==> src/la32_pkg.sv <==
package la32_pkg;

    // datapath widths
    localparam int XLEN       = 32;
    localparam int INST_W     = 32;
    localparam int REG_ADDR_W = 5;
    localparam int NUM_REGS   = 32;

    // bl writes its return address here
    localparam int LINK_REG   = 1;
    localparam int PC_STEP    = 4;

    typedef logic [XLEN-1:0]       word_t;
    typedef logic [REG_ADDR_W-1:0] reg_addr_t;

    typedef enum logic [3:0] {
        ALU_ADD,
        ALU_SUB,
        ALU_SLT,
        ALU_SLTU,
        ALU_AND,
        ALU_NOR,
        ALU_OR,
        ALU_XOR,
        ALU_SLL,
        ALU_SRL,
        ALU_SRA,
        ALU_LUI
    } alu_op_e;

    typedef enum logic [3:0] {
        BR_NONE,
        BR_BEQ,
        BR_BNE,
        BR_BLT,
        BR_BGE,
        BR_BLTU,
        BR_BGEU,
        BR_B,
        BR_BL,
        BR_JIRL
    } br_kind_e;

    // imm is the ALU operand, off is the branch or jump offset
    typedef struct packed {
        alu_op_e   alu_op;
        br_kind_e  br_kind;
        logic      src1_is_pc;
        logic      src2_is_imm;
        logic      src2_is_rd;
        logic      uses_src1;
        logic      uses_src2;
        logic      gr_we;
        reg_addr_t dest;
        word_t     imm;
        word_t     off;
    } dec_ctrl_t;

endpackage

==> src/la32_if.sv <==
`timescale 1ns/100ps

// decoded packet from decode to execute
interface issue_if import la32_pkg::*; ();
    logic      valid;
    alu_op_e   alu_op;
    word_t     src1;
    word_t     src2;
    logic      gr_we;
    reg_addr_t dest;

    modport source (output valid, alu_op, src1, src2, gr_we, dest);
    modport sink   (input  valid, alu_op, src1, src2, gr_we, dest);
endinterface

// results of execute and writeback, fed back for forwarding
interface bypass_if import la32_pkg::*; ();
    logic      ex_valid;
    reg_addr_t ex_dest;
    word_t     ex_result;
    logic      wb_valid;
    reg_addr_t wb_dest;
    word_t     wb_data;

    modport source (
        output ex_valid, ex_dest, ex_result,
        output wb_valid, wb_dest, wb_data
    );
    modport sink (
        input  ex_valid, ex_dest, ex_result,
        input  wb_valid, wb_dest, wb_data
    );
endinterface

==> src/inst_decoder.sv <==
`timescale 1ns/100ps

module inst_decoder import la32_pkg::*; (
    input  word_t     inst,
    output dec_ctrl_t ctrl
);

    // instruction format, picks operands and immediate
    typedef enum logic [3:0] {
        FMT_NONE,
        FMT_RR,
        FMT_RI,
        FMT_RUI,
        FMT_LU12I,
        FMT_PCADDU12I,
        FMT_BCOND,
        FMT_B,
        FMT_BL,
        FMT_JIRL
    } fmt_e;

    typedef struct packed {
        fmt_e     fmt;
        alu_op_e  op;
        br_kind_e kind;
    } sel_t;

    sel_t      sel;
    reg_addr_t rd;
    word_t     imm_si12;
    word_t     imm_ui12;
    word_t     imm_si20;
    word_t     offs16;
    word_t     offs26;

    assign rd       = inst[4:0];
    assign imm_si12 = {{20{inst[21]}}, inst[21:10]};
    assign imm_ui12 = {20'b0, inst[21:10]};
    assign imm_si20 = {inst[24:5], 12'b0};
    assign offs16   = {{14{inst[25]}}, inst[25:10], 2'b0};
    assign offs26   = {{4{inst[9]}}, inst[9:0], inst[25:10], 2'b0};

    // opcode fields op[31:26], op[25:22], op[21:20], op[19:15]
    always_comb begin
        casez (inst[31:15])
            17'b000000_0000_01_00000: sel = '{FMT_RR, ALU_ADD, BR_NONE};
            17'b000000_0000_01_00010: sel = '{FMT_RR, ALU_SUB, BR_NONE};
            17'b000000_0000_01_00100: sel = '{FMT_RR, ALU_SLT, BR_NONE};
            17'b000000_0000_01_00101: sel = '{FMT_RR, ALU_SLTU, BR_NONE};
            17'b000000_0000_01_01000: sel = '{FMT_RR, ALU_NOR, BR_NONE};
            17'b000000_0000_01_01001: sel = '{FMT_RR, ALU_AND, BR_NONE};
            17'b000000_0000_01_01010: sel = '{FMT_RR, ALU_OR, BR_NONE};
            17'b000000_0000_01_01011: sel = '{FMT_RR, ALU_XOR, BR_NONE};
            17'b000000_0000_01_01110: sel = '{FMT_RR, ALU_SLL, BR_NONE};
            17'b000000_0000_01_01111: sel = '{FMT_RR, ALU_SRL, BR_NONE};
            17'b000000_0000_01_10000: sel = '{FMT_RR, ALU_SRA, BR_NONE};
            // shift amount is the low five bits of si12
            17'b000000_0001_00_00001: sel = '{FMT_RI, ALU_SLL, BR_NONE};
            17'b000000_0001_00_01001: sel = '{FMT_RI, ALU_SRL, BR_NONE};
            17'b000000_0001_00_10001: sel = '{FMT_RI, ALU_SRA, BR_NONE};
            17'b000000_1000_??_?????: sel = '{FMT_RI, ALU_SLT, BR_NONE};
            17'b000000_1001_??_?????: sel = '{FMT_RI, ALU_SLTU, BR_NONE};
            17'b000000_1010_??_?????: sel = '{FMT_RI, ALU_ADD, BR_NONE};
            17'b000000_1101_??_?????: sel = '{FMT_RUI, ALU_AND, BR_NONE};
            17'b000000_1110_??_?????: sel = '{FMT_RUI, ALU_OR, BR_NONE};
            17'b000000_1111_??_?????: sel = '{FMT_RUI, ALU_XOR, BR_NONE};
            17'b000101_0_??????????:  sel = '{FMT_LU12I, ALU_LUI, BR_NONE};
            17'b000111_0_??????????:  sel = '{FMT_PCADDU12I, ALU_ADD, BR_NONE};
            17'b010011_???????????:   sel = '{FMT_JIRL, ALU_ADD, BR_JIRL};
            17'b010100_???????????:   sel = '{FMT_B, ALU_ADD, BR_B};
            17'b010101_???????????:   sel = '{FMT_BL, ALU_ADD, BR_BL};
            17'b010110_???????????:   sel = '{FMT_BCOND, ALU_ADD, BR_BEQ};
            17'b010111_???????????:   sel = '{FMT_BCOND, ALU_ADD, BR_BNE};
            17'b011000_???????????:   sel = '{FMT_BCOND, ALU_ADD, BR_BLT};
            17'b011001_???????????:   sel = '{FMT_BCOND, ALU_ADD, BR_BGE};
            17'b011010_???????????:   sel = '{FMT_BCOND, ALU_ADD, BR_BLTU};
            17'b011011_???????????:   sel = '{FMT_BCOND, ALU_ADD, BR_BGEU};
            // unknown encodings become a bubble
            default:                  sel = '{FMT_NONE, ALU_ADD, BR_NONE};
        endcase
    end

    always_comb begin
        ctrl.alu_op      = sel.op;
        ctrl.br_kind     = sel.kind;
        ctrl.src1_is_pc  = sel.fmt inside {FMT_PCADDU12I, FMT_BL, FMT_JIRL};
        ctrl.src2_is_imm = sel.fmt inside {FMT_RI, FMT_RUI, FMT_LU12I, FMT_PCADDU12I,
                                           FMT_BL, FMT_JIRL};
        ctrl.src2_is_rd  = (sel.fmt == FMT_BCOND);
        ctrl.uses_src1   = sel.fmt inside {FMT_RR, FMT_RI, FMT_RUI, FMT_BCOND, FMT_JIRL};
        ctrl.uses_src2   = sel.fmt inside {FMT_RR, FMT_BCOND};
        ctrl.gr_we       = !(sel.fmt inside {FMT_NONE, FMT_BCOND, FMT_B});
        ctrl.dest        = (sel.fmt == FMT_BL) ? reg_addr_t'(LINK_REG) : rd;
        case (sel.fmt)
            // link value is pc + 4
            FMT_BL, FMT_JIRL:         ctrl.imm = word_t'(PC_STEP);
            FMT_LU12I, FMT_PCADDU12I: ctrl.imm = imm_si20;
            FMT_RUI:                  ctrl.imm = imm_ui12;
            default:                  ctrl.imm = imm_si12;
        endcase
        ctrl.off = (sel.fmt inside {FMT_B, FMT_BL}) ? offs26 : offs16;
    end

endmodule

==> src/reg_file.sv <==
`timescale 1ns/100ps

module reg_file import la32_pkg::*; (
    input  logic      clk,
    input  reg_addr_t raddr1,
    input  reg_addr_t raddr2,
    output word_t     rdata1,
    output word_t     rdata2,
    input  logic      we,
    input  reg_addr_t waddr,
    input  word_t     wdata
);

    word_t regs [NUM_REGS];

    // r0 is never written
    always_ff @(posedge clk) begin
        if (we && (waddr != '0)) begin
            regs[waddr] <= wdata;
        end
    end

    assign rdata1 = (raddr1 == '0) ? '0 : regs[raddr1];
    assign rdata2 = (raddr2 == '0) ? '0 : regs[raddr2];

endmodule

==> src/decode_stage.sv <==
`timescale 1ns/100ps

module decode_stage import la32_pkg::*; (
    input  logic      clk,
    input  logic      reset,
    input  logic      inst_valid,
    input  word_t     inst,
    input  word_t     pc,
    output logic      br_taken,
    output word_t     br_target,
    issue_if.source   issue,
    bypass_if.sink    bypass,
    input  logic      rf_we,
    input  reg_addr_t rf_waddr,
    input  word_t     rf_wdata
);

    logic              ds_valid;
    logic [INST_W-1:0] ds_inst;
    word_t             ds_pc;
    dec_ctrl_t         ctrl;
    reg_addr_t         raddr1;
    reg_addr_t         raddr2;
    word_t             rdata1;
    word_t             rdata2;
    word_t             rj_value;
    word_t             rkd_value;
    logic              rj_eq_rkd;
    logic              rj_lt_rkd;
    logic              rj_ltu_rkd;
    logic              br_cond;

    // the instruction behind a taken branch is on the wrong path
    always_ff @(posedge clk) begin
        if (reset) begin
            ds_valid <= 1'b0;
        end else begin
            ds_valid <= inst_valid && !br_taken;
        end
    end

    always_ff @(posedge clk) begin
        if (inst_valid) begin
            ds_inst <= inst;
            ds_pc   <= pc;
        end
    end

    inst_decoder u_decoder (
        .inst (ds_inst),
        .ctrl (ctrl)
    );

    // branches compare rj with rd, everything else reads rk
    assign raddr1 = ctrl.uses_src1 ? ds_inst[9:5] : '0;
    assign raddr2 = !ctrl.uses_src2 ? '0 :
                    ctrl.src2_is_rd ? ds_inst[4:0] : ds_inst[14:10];

    reg_file u_reg_file (
        .clk    (clk),
        .raddr1 (raddr1),
        .raddr2 (raddr2),
        .rdata1 (rdata1),
        .rdata2 (rdata2),
        .we     (rf_we),
        .waddr  (rf_waddr),
        .wdata  (rf_wdata)
    );

    // r0, then execute, then writeback, then the register file
    function automatic word_t forward(input reg_addr_t addr, input word_t rf_val);
        if (addr == '0) begin
            return '0;
        end else if (bypass.ex_valid && (bypass.ex_dest == addr)) begin
            return bypass.ex_result;
        end else if (bypass.wb_valid && (bypass.wb_dest == addr)) begin
            return bypass.wb_data;
        end
        return rf_val;
    endfunction

    always_comb begin
        rj_value  = forward(raddr1, rdata1);
        rkd_value = forward(raddr2, rdata2);
    end

    assign rj_eq_rkd  = (rj_value == rkd_value);
    assign rj_lt_rkd  = ($signed(rj_value) < $signed(rkd_value));
    assign rj_ltu_rkd = (rj_value < rkd_value);

    always_comb begin
        case (ctrl.br_kind)
            BR_BEQ:                 br_cond = rj_eq_rkd;
            BR_BNE:                 br_cond = !rj_eq_rkd;
            BR_BLT:                 br_cond = rj_lt_rkd;
            BR_BGE:                 br_cond = !rj_lt_rkd;
            BR_BLTU:                br_cond = rj_ltu_rkd;
            BR_BGEU:                br_cond = !rj_ltu_rkd;
            BR_B, BR_BL, BR_JIRL:   br_cond = 1'b1;
            default:                br_cond = 1'b0;
        endcase
    end

    assign br_taken  = ds_valid && br_cond;
    assign br_target = (ctrl.br_kind == BR_JIRL) ? rj_value + ctrl.off : ds_pc + ctrl.off;

    assign issue.valid  = ds_valid;
    assign issue.alu_op = ctrl.alu_op;
    assign issue.src1   = ctrl.src1_is_pc ? ds_pc : rj_value;
    assign issue.src2   = ctrl.src2_is_imm ? ctrl.imm : rkd_value;
    assign issue.gr_we  = ctrl.gr_we;
    assign issue.dest   = ctrl.dest;

endmodule

==> src/execute_stage.sv <==
`timescale 1ns/100ps

module execute_stage import la32_pkg::*; (
    input  logic      clk,
    input  logic      reset,
    issue_if.sink     issue,
    bypass_if.source  bypass,
    output logic      rf_we,
    output reg_addr_t rf_waddr,
    output word_t     rf_wdata,
    output logic      wb_valid,
    output reg_addr_t wb_dest,
    output word_t     wb_data
);

    logic      es_wen;
    alu_op_e   es_alu_op;
    word_t     es_src1;
    word_t     es_src2;
    reg_addr_t es_dest;
    logic [4:0] shamt;
    word_t     alu_result;
    logic      wb_valid_r;
    reg_addr_t wb_dest_r;
    word_t     wb_data_r;

    // only register-writing instructions with a nonzero dest count as valid
    always_ff @(posedge clk) begin
        if (reset) begin
            es_wen     <= 1'b0;
            wb_valid_r <= 1'b0;
        end else begin
            es_wen     <= issue.valid && issue.gr_we && (issue.dest != '0);
            wb_valid_r <= es_wen;
        end
    end

    always_ff @(posedge clk) begin
        es_alu_op <= issue.alu_op;
        es_src1   <= issue.src1;
        es_src2   <= issue.src2;
        es_dest   <= issue.dest;
        wb_dest_r <= es_dest;
        wb_data_r <= alu_result;
    end

    assign shamt = es_src2[4:0];

    always_comb begin
        case (es_alu_op)
            ALU_ADD:  alu_result = es_src1 + es_src2;
            ALU_SUB:  alu_result = es_src1 - es_src2;
            ALU_SLT:  alu_result = word_t'($signed(es_src1) < $signed(es_src2));
            ALU_SLTU: alu_result = word_t'(es_src1 < es_src2);
            ALU_AND:  alu_result = es_src1 & es_src2;
            ALU_NOR:  alu_result = ~(es_src1 | es_src2);
            ALU_OR:   alu_result = es_src1 | es_src2;
            ALU_XOR:  alu_result = es_src1 ^ es_src2;
            ALU_SLL:  alu_result = es_src1 << shamt;
            ALU_SRL:  alu_result = es_src1 >> shamt;
            ALU_SRA:  alu_result = $signed(es_src1) >>> shamt;
            default:  alu_result = es_src2;
        endcase
    end

    assign bypass.ex_valid  = es_wen;
    assign bypass.ex_dest   = es_dest;
    assign bypass.ex_result = alu_result;
    assign bypass.wb_valid  = wb_valid_r;
    assign bypass.wb_dest   = wb_dest_r;
    assign bypass.wb_data   = wb_data_r;

    // same register feeds the write port and the outputs
    assign rf_we    = wb_valid_r;
    assign rf_waddr = wb_dest_r;
    assign rf_wdata = wb_data_r;
    assign wb_valid = wb_valid_r;
    assign wb_dest  = wb_dest_r;
    assign wb_data  = wb_data_r;

endmodule

==> src/la32_core.sv <==
`timescale 1ns/100ps

module la32_core import la32_pkg::*; (
    input  logic      clk,
    input  logic      reset,
    input  logic      inst_valid,
    input  word_t     inst,
    input  word_t     pc,
    output logic      br_taken,
    output word_t     br_target,
    output logic      wb_valid,
    output reg_addr_t wb_dest,
    output word_t     wb_data
);

    issue_if  issue_bus ();
    bypass_if bypass_bus ();

    // register file write port
    logic      rf_we;
    reg_addr_t rf_waddr;
    word_t     rf_wdata;

    decode_stage u_decode (
        .clk        (clk),
        .reset      (reset),
        .inst_valid (inst_valid),
        .inst       (inst),
        .pc         (pc),
        .br_taken   (br_taken),
        .br_target  (br_target),
        .issue      (issue_bus.source),
        .bypass     (bypass_bus.sink),
        .rf_we      (rf_we),
        .rf_waddr   (rf_waddr),
        .rf_wdata   (rf_wdata)
    );

    execute_stage u_execute (
        .clk      (clk),
        .reset    (reset),
        .issue    (issue_bus.sink),
        .bypass   (bypass_bus.source),
        .rf_we    (rf_we),
        .rf_waddr (rf_waddr),
        .rf_wdata (rf_wdata),
        .wb_valid (wb_valid),
        .wb_dest  (wb_dest),
        .wb_data  (wb_data)
    );

endmodule

==> config.mk <==
export PLATFORM = sky130hd
export DESIGN_NAME = la32_core
export DESIGN_NICKNAME = d
export VERILOG_FILES = /design/src/la32_pkg.sv /design/src/la32_if.sv /design/src/inst_decoder.sv /design/src/reg_file.sv /design/src/decode_stage.sv /design/src/execute_stage.sv /design/src/la32_core.sv
export SDC_FILE = /design/constraint.sdc
export NUM_CORES = 2
export LEC_CHECK = 0
export BUFFER_PORTS_ARGS = -buffer_cell sky130_fd_sc_hd__buf_2
export CAP_MARGIN = 20
export CORE_MARGIN = 2
export CORE_UTILIZATION = 45
export DETAILED_ROUTE_END_ITERATION = 12
export GPL_ROUTABILITY_DRIVEN = 0
export PLACE_DENSITY = 0.67
export SLEW_MARGIN = 15
export SYNTH_ARGS = -nofsm -noshare
export SYNTH_HDL_FRONTEND = slang
export SYNTH_HIERARCHICAL = 1
export SYNTH_SLANG_ARGS = --single-unit
==> constraint.sdc <==
create_clock -name clk -period 15.4 [get_ports clk]
set_input_delay 0 -clock clk [delete_from_list [all_inputs] [get_ports clk]]
set_output_delay 0 -clock clk [all_outputs]
set_load 0.02 [all_outputs]
==> run metrics <==
outcome complete, no violations; crit path to br_taken; Gate power share 20.6%; post-route cell area 76600 µm²; Final Core Density 50.3%; # clock sinks 1201; Leak between 20 and 30 nW; max_cap viols 0; CP Data Arrival Time between 10 and 15 ns; commonest non-fill, non-tap cell in the layout edfxtp_1; final wirelength between 200000 and 250000 µm; DRT antenna net count 0; Crit path top cell by count buf_4; synthesized cell area about 69000 µm²; VDD IR max roughly 0.085 mV; max_slew headroom 21.2%; min-delay src pc[15]; Req. time, crit path roughly 15 ns; initial antenna violation count 11; mux cell area share after synthesis 22.3%; Slowest Stage Delay on Critical Path ~0.90 ns; Sw Share 30.0%; Post-synth ARST share 0%; H-tree depth 4; root buffer cell clkbuf_16; most frequent cells in the layout 1088 x edfxtp_1, 496 x mux2i_1, 342 x mux4_2, 337 x nand2_1, 244 x nor2_1; Setup crit start kind register; Clock Power Share 34.3%; sequential share of the synthesized area 50.6%; Die ar. 157000 µm²; Hold Crit Class primary input to register; Distinct cells, synth 108; total power 0.00875 W; #FFs+latches synth approximately 1200; Final Max Slew Viols 0; Core Area ~150000 µm²; worst reg-to-reg path cell count 25; Seq pwr share roughly 45%; RSZ-0062 raised after global routing false; crit share post-route 67.0%; worst path bufs/invs 6; post-DP HPWL 154000 µm; DRT iter0 DRCs 8243; Tot GR Track Use 30.5%; crit path time final 10.32 ns; std cell rows 143; DRT Pass-1 Iters 6; CTS Buffer Depth 3; placed cell areas 71300 µm²; Clk Latency, worst-skew pair 0.77 ns; fillers 12700; Internal 0.00613 W; Ports 138; fmax between 0.09 and 0.1 GHz; final cell count without fillers 7407; CP Launch Point u_decode/ds_inst[28]; r2r startpoint u_decode/ds_inst[28]; largest net degree at the start of global routing 132; Synth Flop Type edfxtp_1; synth warn 6; IO buf count 137; chip width 396 µm; DRC viols 0; xor/xnor cell area share of the yosys netlist less than 1%; R2R Path End u_decode/issue.valid; post-synth top area share 47.3%; area leader, netlist edfxtp_1; Initial Utilization a little under half; Num CTS Buffers 130; Resized cells post-CTS 0; number of synthesized flops with an enable pin 1088; Hold Violations, Final 0; slew of the pin with the lowest slew margin 1.17 ns; grt ovf 0; Slowest cell on crit path a211oi_1; power per cell area 114 nW/µm²; synthesized area per cell 13.3 µm²; Simple-Gate Fraction of Synth Area 6.70%; Avg Vias per Cell between 6 and 7; CTS tree built; Setup TNS 0 ns; number of cells on the critical path 26; Synth Area in Adders 3.06%; die height roughly 400 µm; Worst Path Max Fanout 49; delay-heaviest family, CP compound AO/OA/AOI/OAI gates; share of layout cells above drive strength 1 approximately a fifth; Mapped Cells between 5000 and 6000; largest family of logic cells by synthesized area multiplexers; Nets roughly 5500; vias 51400; worst setup path category register to output pin; vias in the first global route 48500; switching power 0.00262 W; Synth Area in Compound Gates 11.9%; synth top area cells edfxtp_1 47%, mux4_2 11%, mux2i_1 7.2%, dfxtp_1 3.3%, ha_1 3.0%; clock skew 0.0276 ns; setup slack, reg-to-reg 6.05 ns; Placed Cells around 7100; DR WL/cell roughly 33 µm; Clock transition at path regs around 0.06 ns; kind of end point of the critical path output pin; Final Setup Violations 0; Area growth, synth to finish 10.8%; first-pass GRT wire length 347000 µm
[sequential cells by signal, summed over array words and instances (netlist names)]
name                       flops
u_execute/bypass.wb_dest       5
u_execute/es_src2             32
u_execute/bypass.ex_dest       5
u_execute/bypass.wb_data      32
u_execute/es_alu_op            4
u_decode/issue.valid           1
u_decode/ds_pc                32
u_execute/bypass.ex_valid      1
u_decode/ds_inst              32
u_execute/bypass.wb_valid      1
u_execute/es_src1             32
u_decode/u_reg_file/regs    1024
[stage by stage]
step                      worst slack (ns)  hold WS (ns)
final                                 5.08        0.0345
after global routing                  4.52        0.0236
after CTS                             5.28       0.00137
after detailed placement              6.14         0.178
after global placement                6.24         0.178
after floorplan                       9.16        0.0716
[synthesized netlist by cell type, types with 19 or more instances]
cell,number
nand4_1,50
o221ai_1,90
nor2_1,283
nand2_1,338
a22oi_1,83
o22ai_1,25
mux4_1,57
a211oi_1,120
buf_2,96
o31a_1,37
nand2b_1,20
inv_1,149
a21oi_1,217
clkbuf_1,194
edfxtp_1,1088
o211ai_1,20
a221oi_2,19
dfxtp_1,113
o21ai_0,200
nor2b_1,59
o21bai_1,21
mux4_2,342
a311oi_1,33
xnor2_1,35
a21o_1,63
nand3_1,32
ha_1,164
buf_1,22
or3_1,21
mux2i_1,496
and2_1,26
buf_4,159
mux2_2,113
nor3_1,58
o21a_1,23
a221oi_1,50
a31oi_1,19
[power by group through the flow]
| stage | Combinational (W) | Clock, W | Sequential [W] |
|---|---|---|---|
| after detailed placement | 0.00169 | 0 | 0.00402 |
| final | 0.00180 | 0.00300 | 0.00395 |
| after global routing | 0.00189 | 0.00314 | 0.00396 |
| after CTS | 0.00172 | 0.00302 | 0.00395 |
| after global placement | 0.00166 | 0 | 0.00403 |
| after floorplan | 0.00123 | 0 | 0.00391 |
[cell families after synthesis]
| kind of cell | Yosys count |
|---|---|
| DFF | 1201 |
| AOI/OAI and AO/OA | 1157 |
| muxes | 1008 |
| and+or+nand+nor | 979 |
| buffers and inverters | 642 |
| adders and majority gates | 167 |
| xor gates and xnor gates | 51 |
| other | 2 |
[layer usage]
metal,global-route usage (%),part of all wire [%]
met5,0,0.019
met4,16.1,6.2
met3,8.27,14
met2,46.5,44
met1,39.9,36
[worst min-delay path by stage]
stage	end	slack, ns	cells after the start
CTS	u_decode/ds_pc[18]	0.001	2
finish	u_decode/ds_pc[15]	0.03	2
global placement	u_decode/ds_inst[12]	0.18	1
detailed placement	u_decode/ds_pc[23]	0.18	1
floorplan	u_execute/bypass.wb_valid	0.07	1
global route	u_execute/bypass.wb_valid	0.02	3
[cell type report]
type	instances	area [µm²]	share of cell area [%]
inverters	151	568	0.742
clock buffers	173	3510	4.58
well taps	2030	2540	3.32
flip-flops and latches	1201	35000	45.7
clock inverters	56	510	0.667
repair buffers	397	3060	3.99
diodes	3	7.51	0.00981
multi-input cells	3396	31400	41.0
[timing repair]
action,4_1_cts,5_1_grt
endpoints found under the hold margin,131,0
hold buffers,117,0
buffers inserted,0,0
Note: power is estimated with default switching activity, not from simulation.
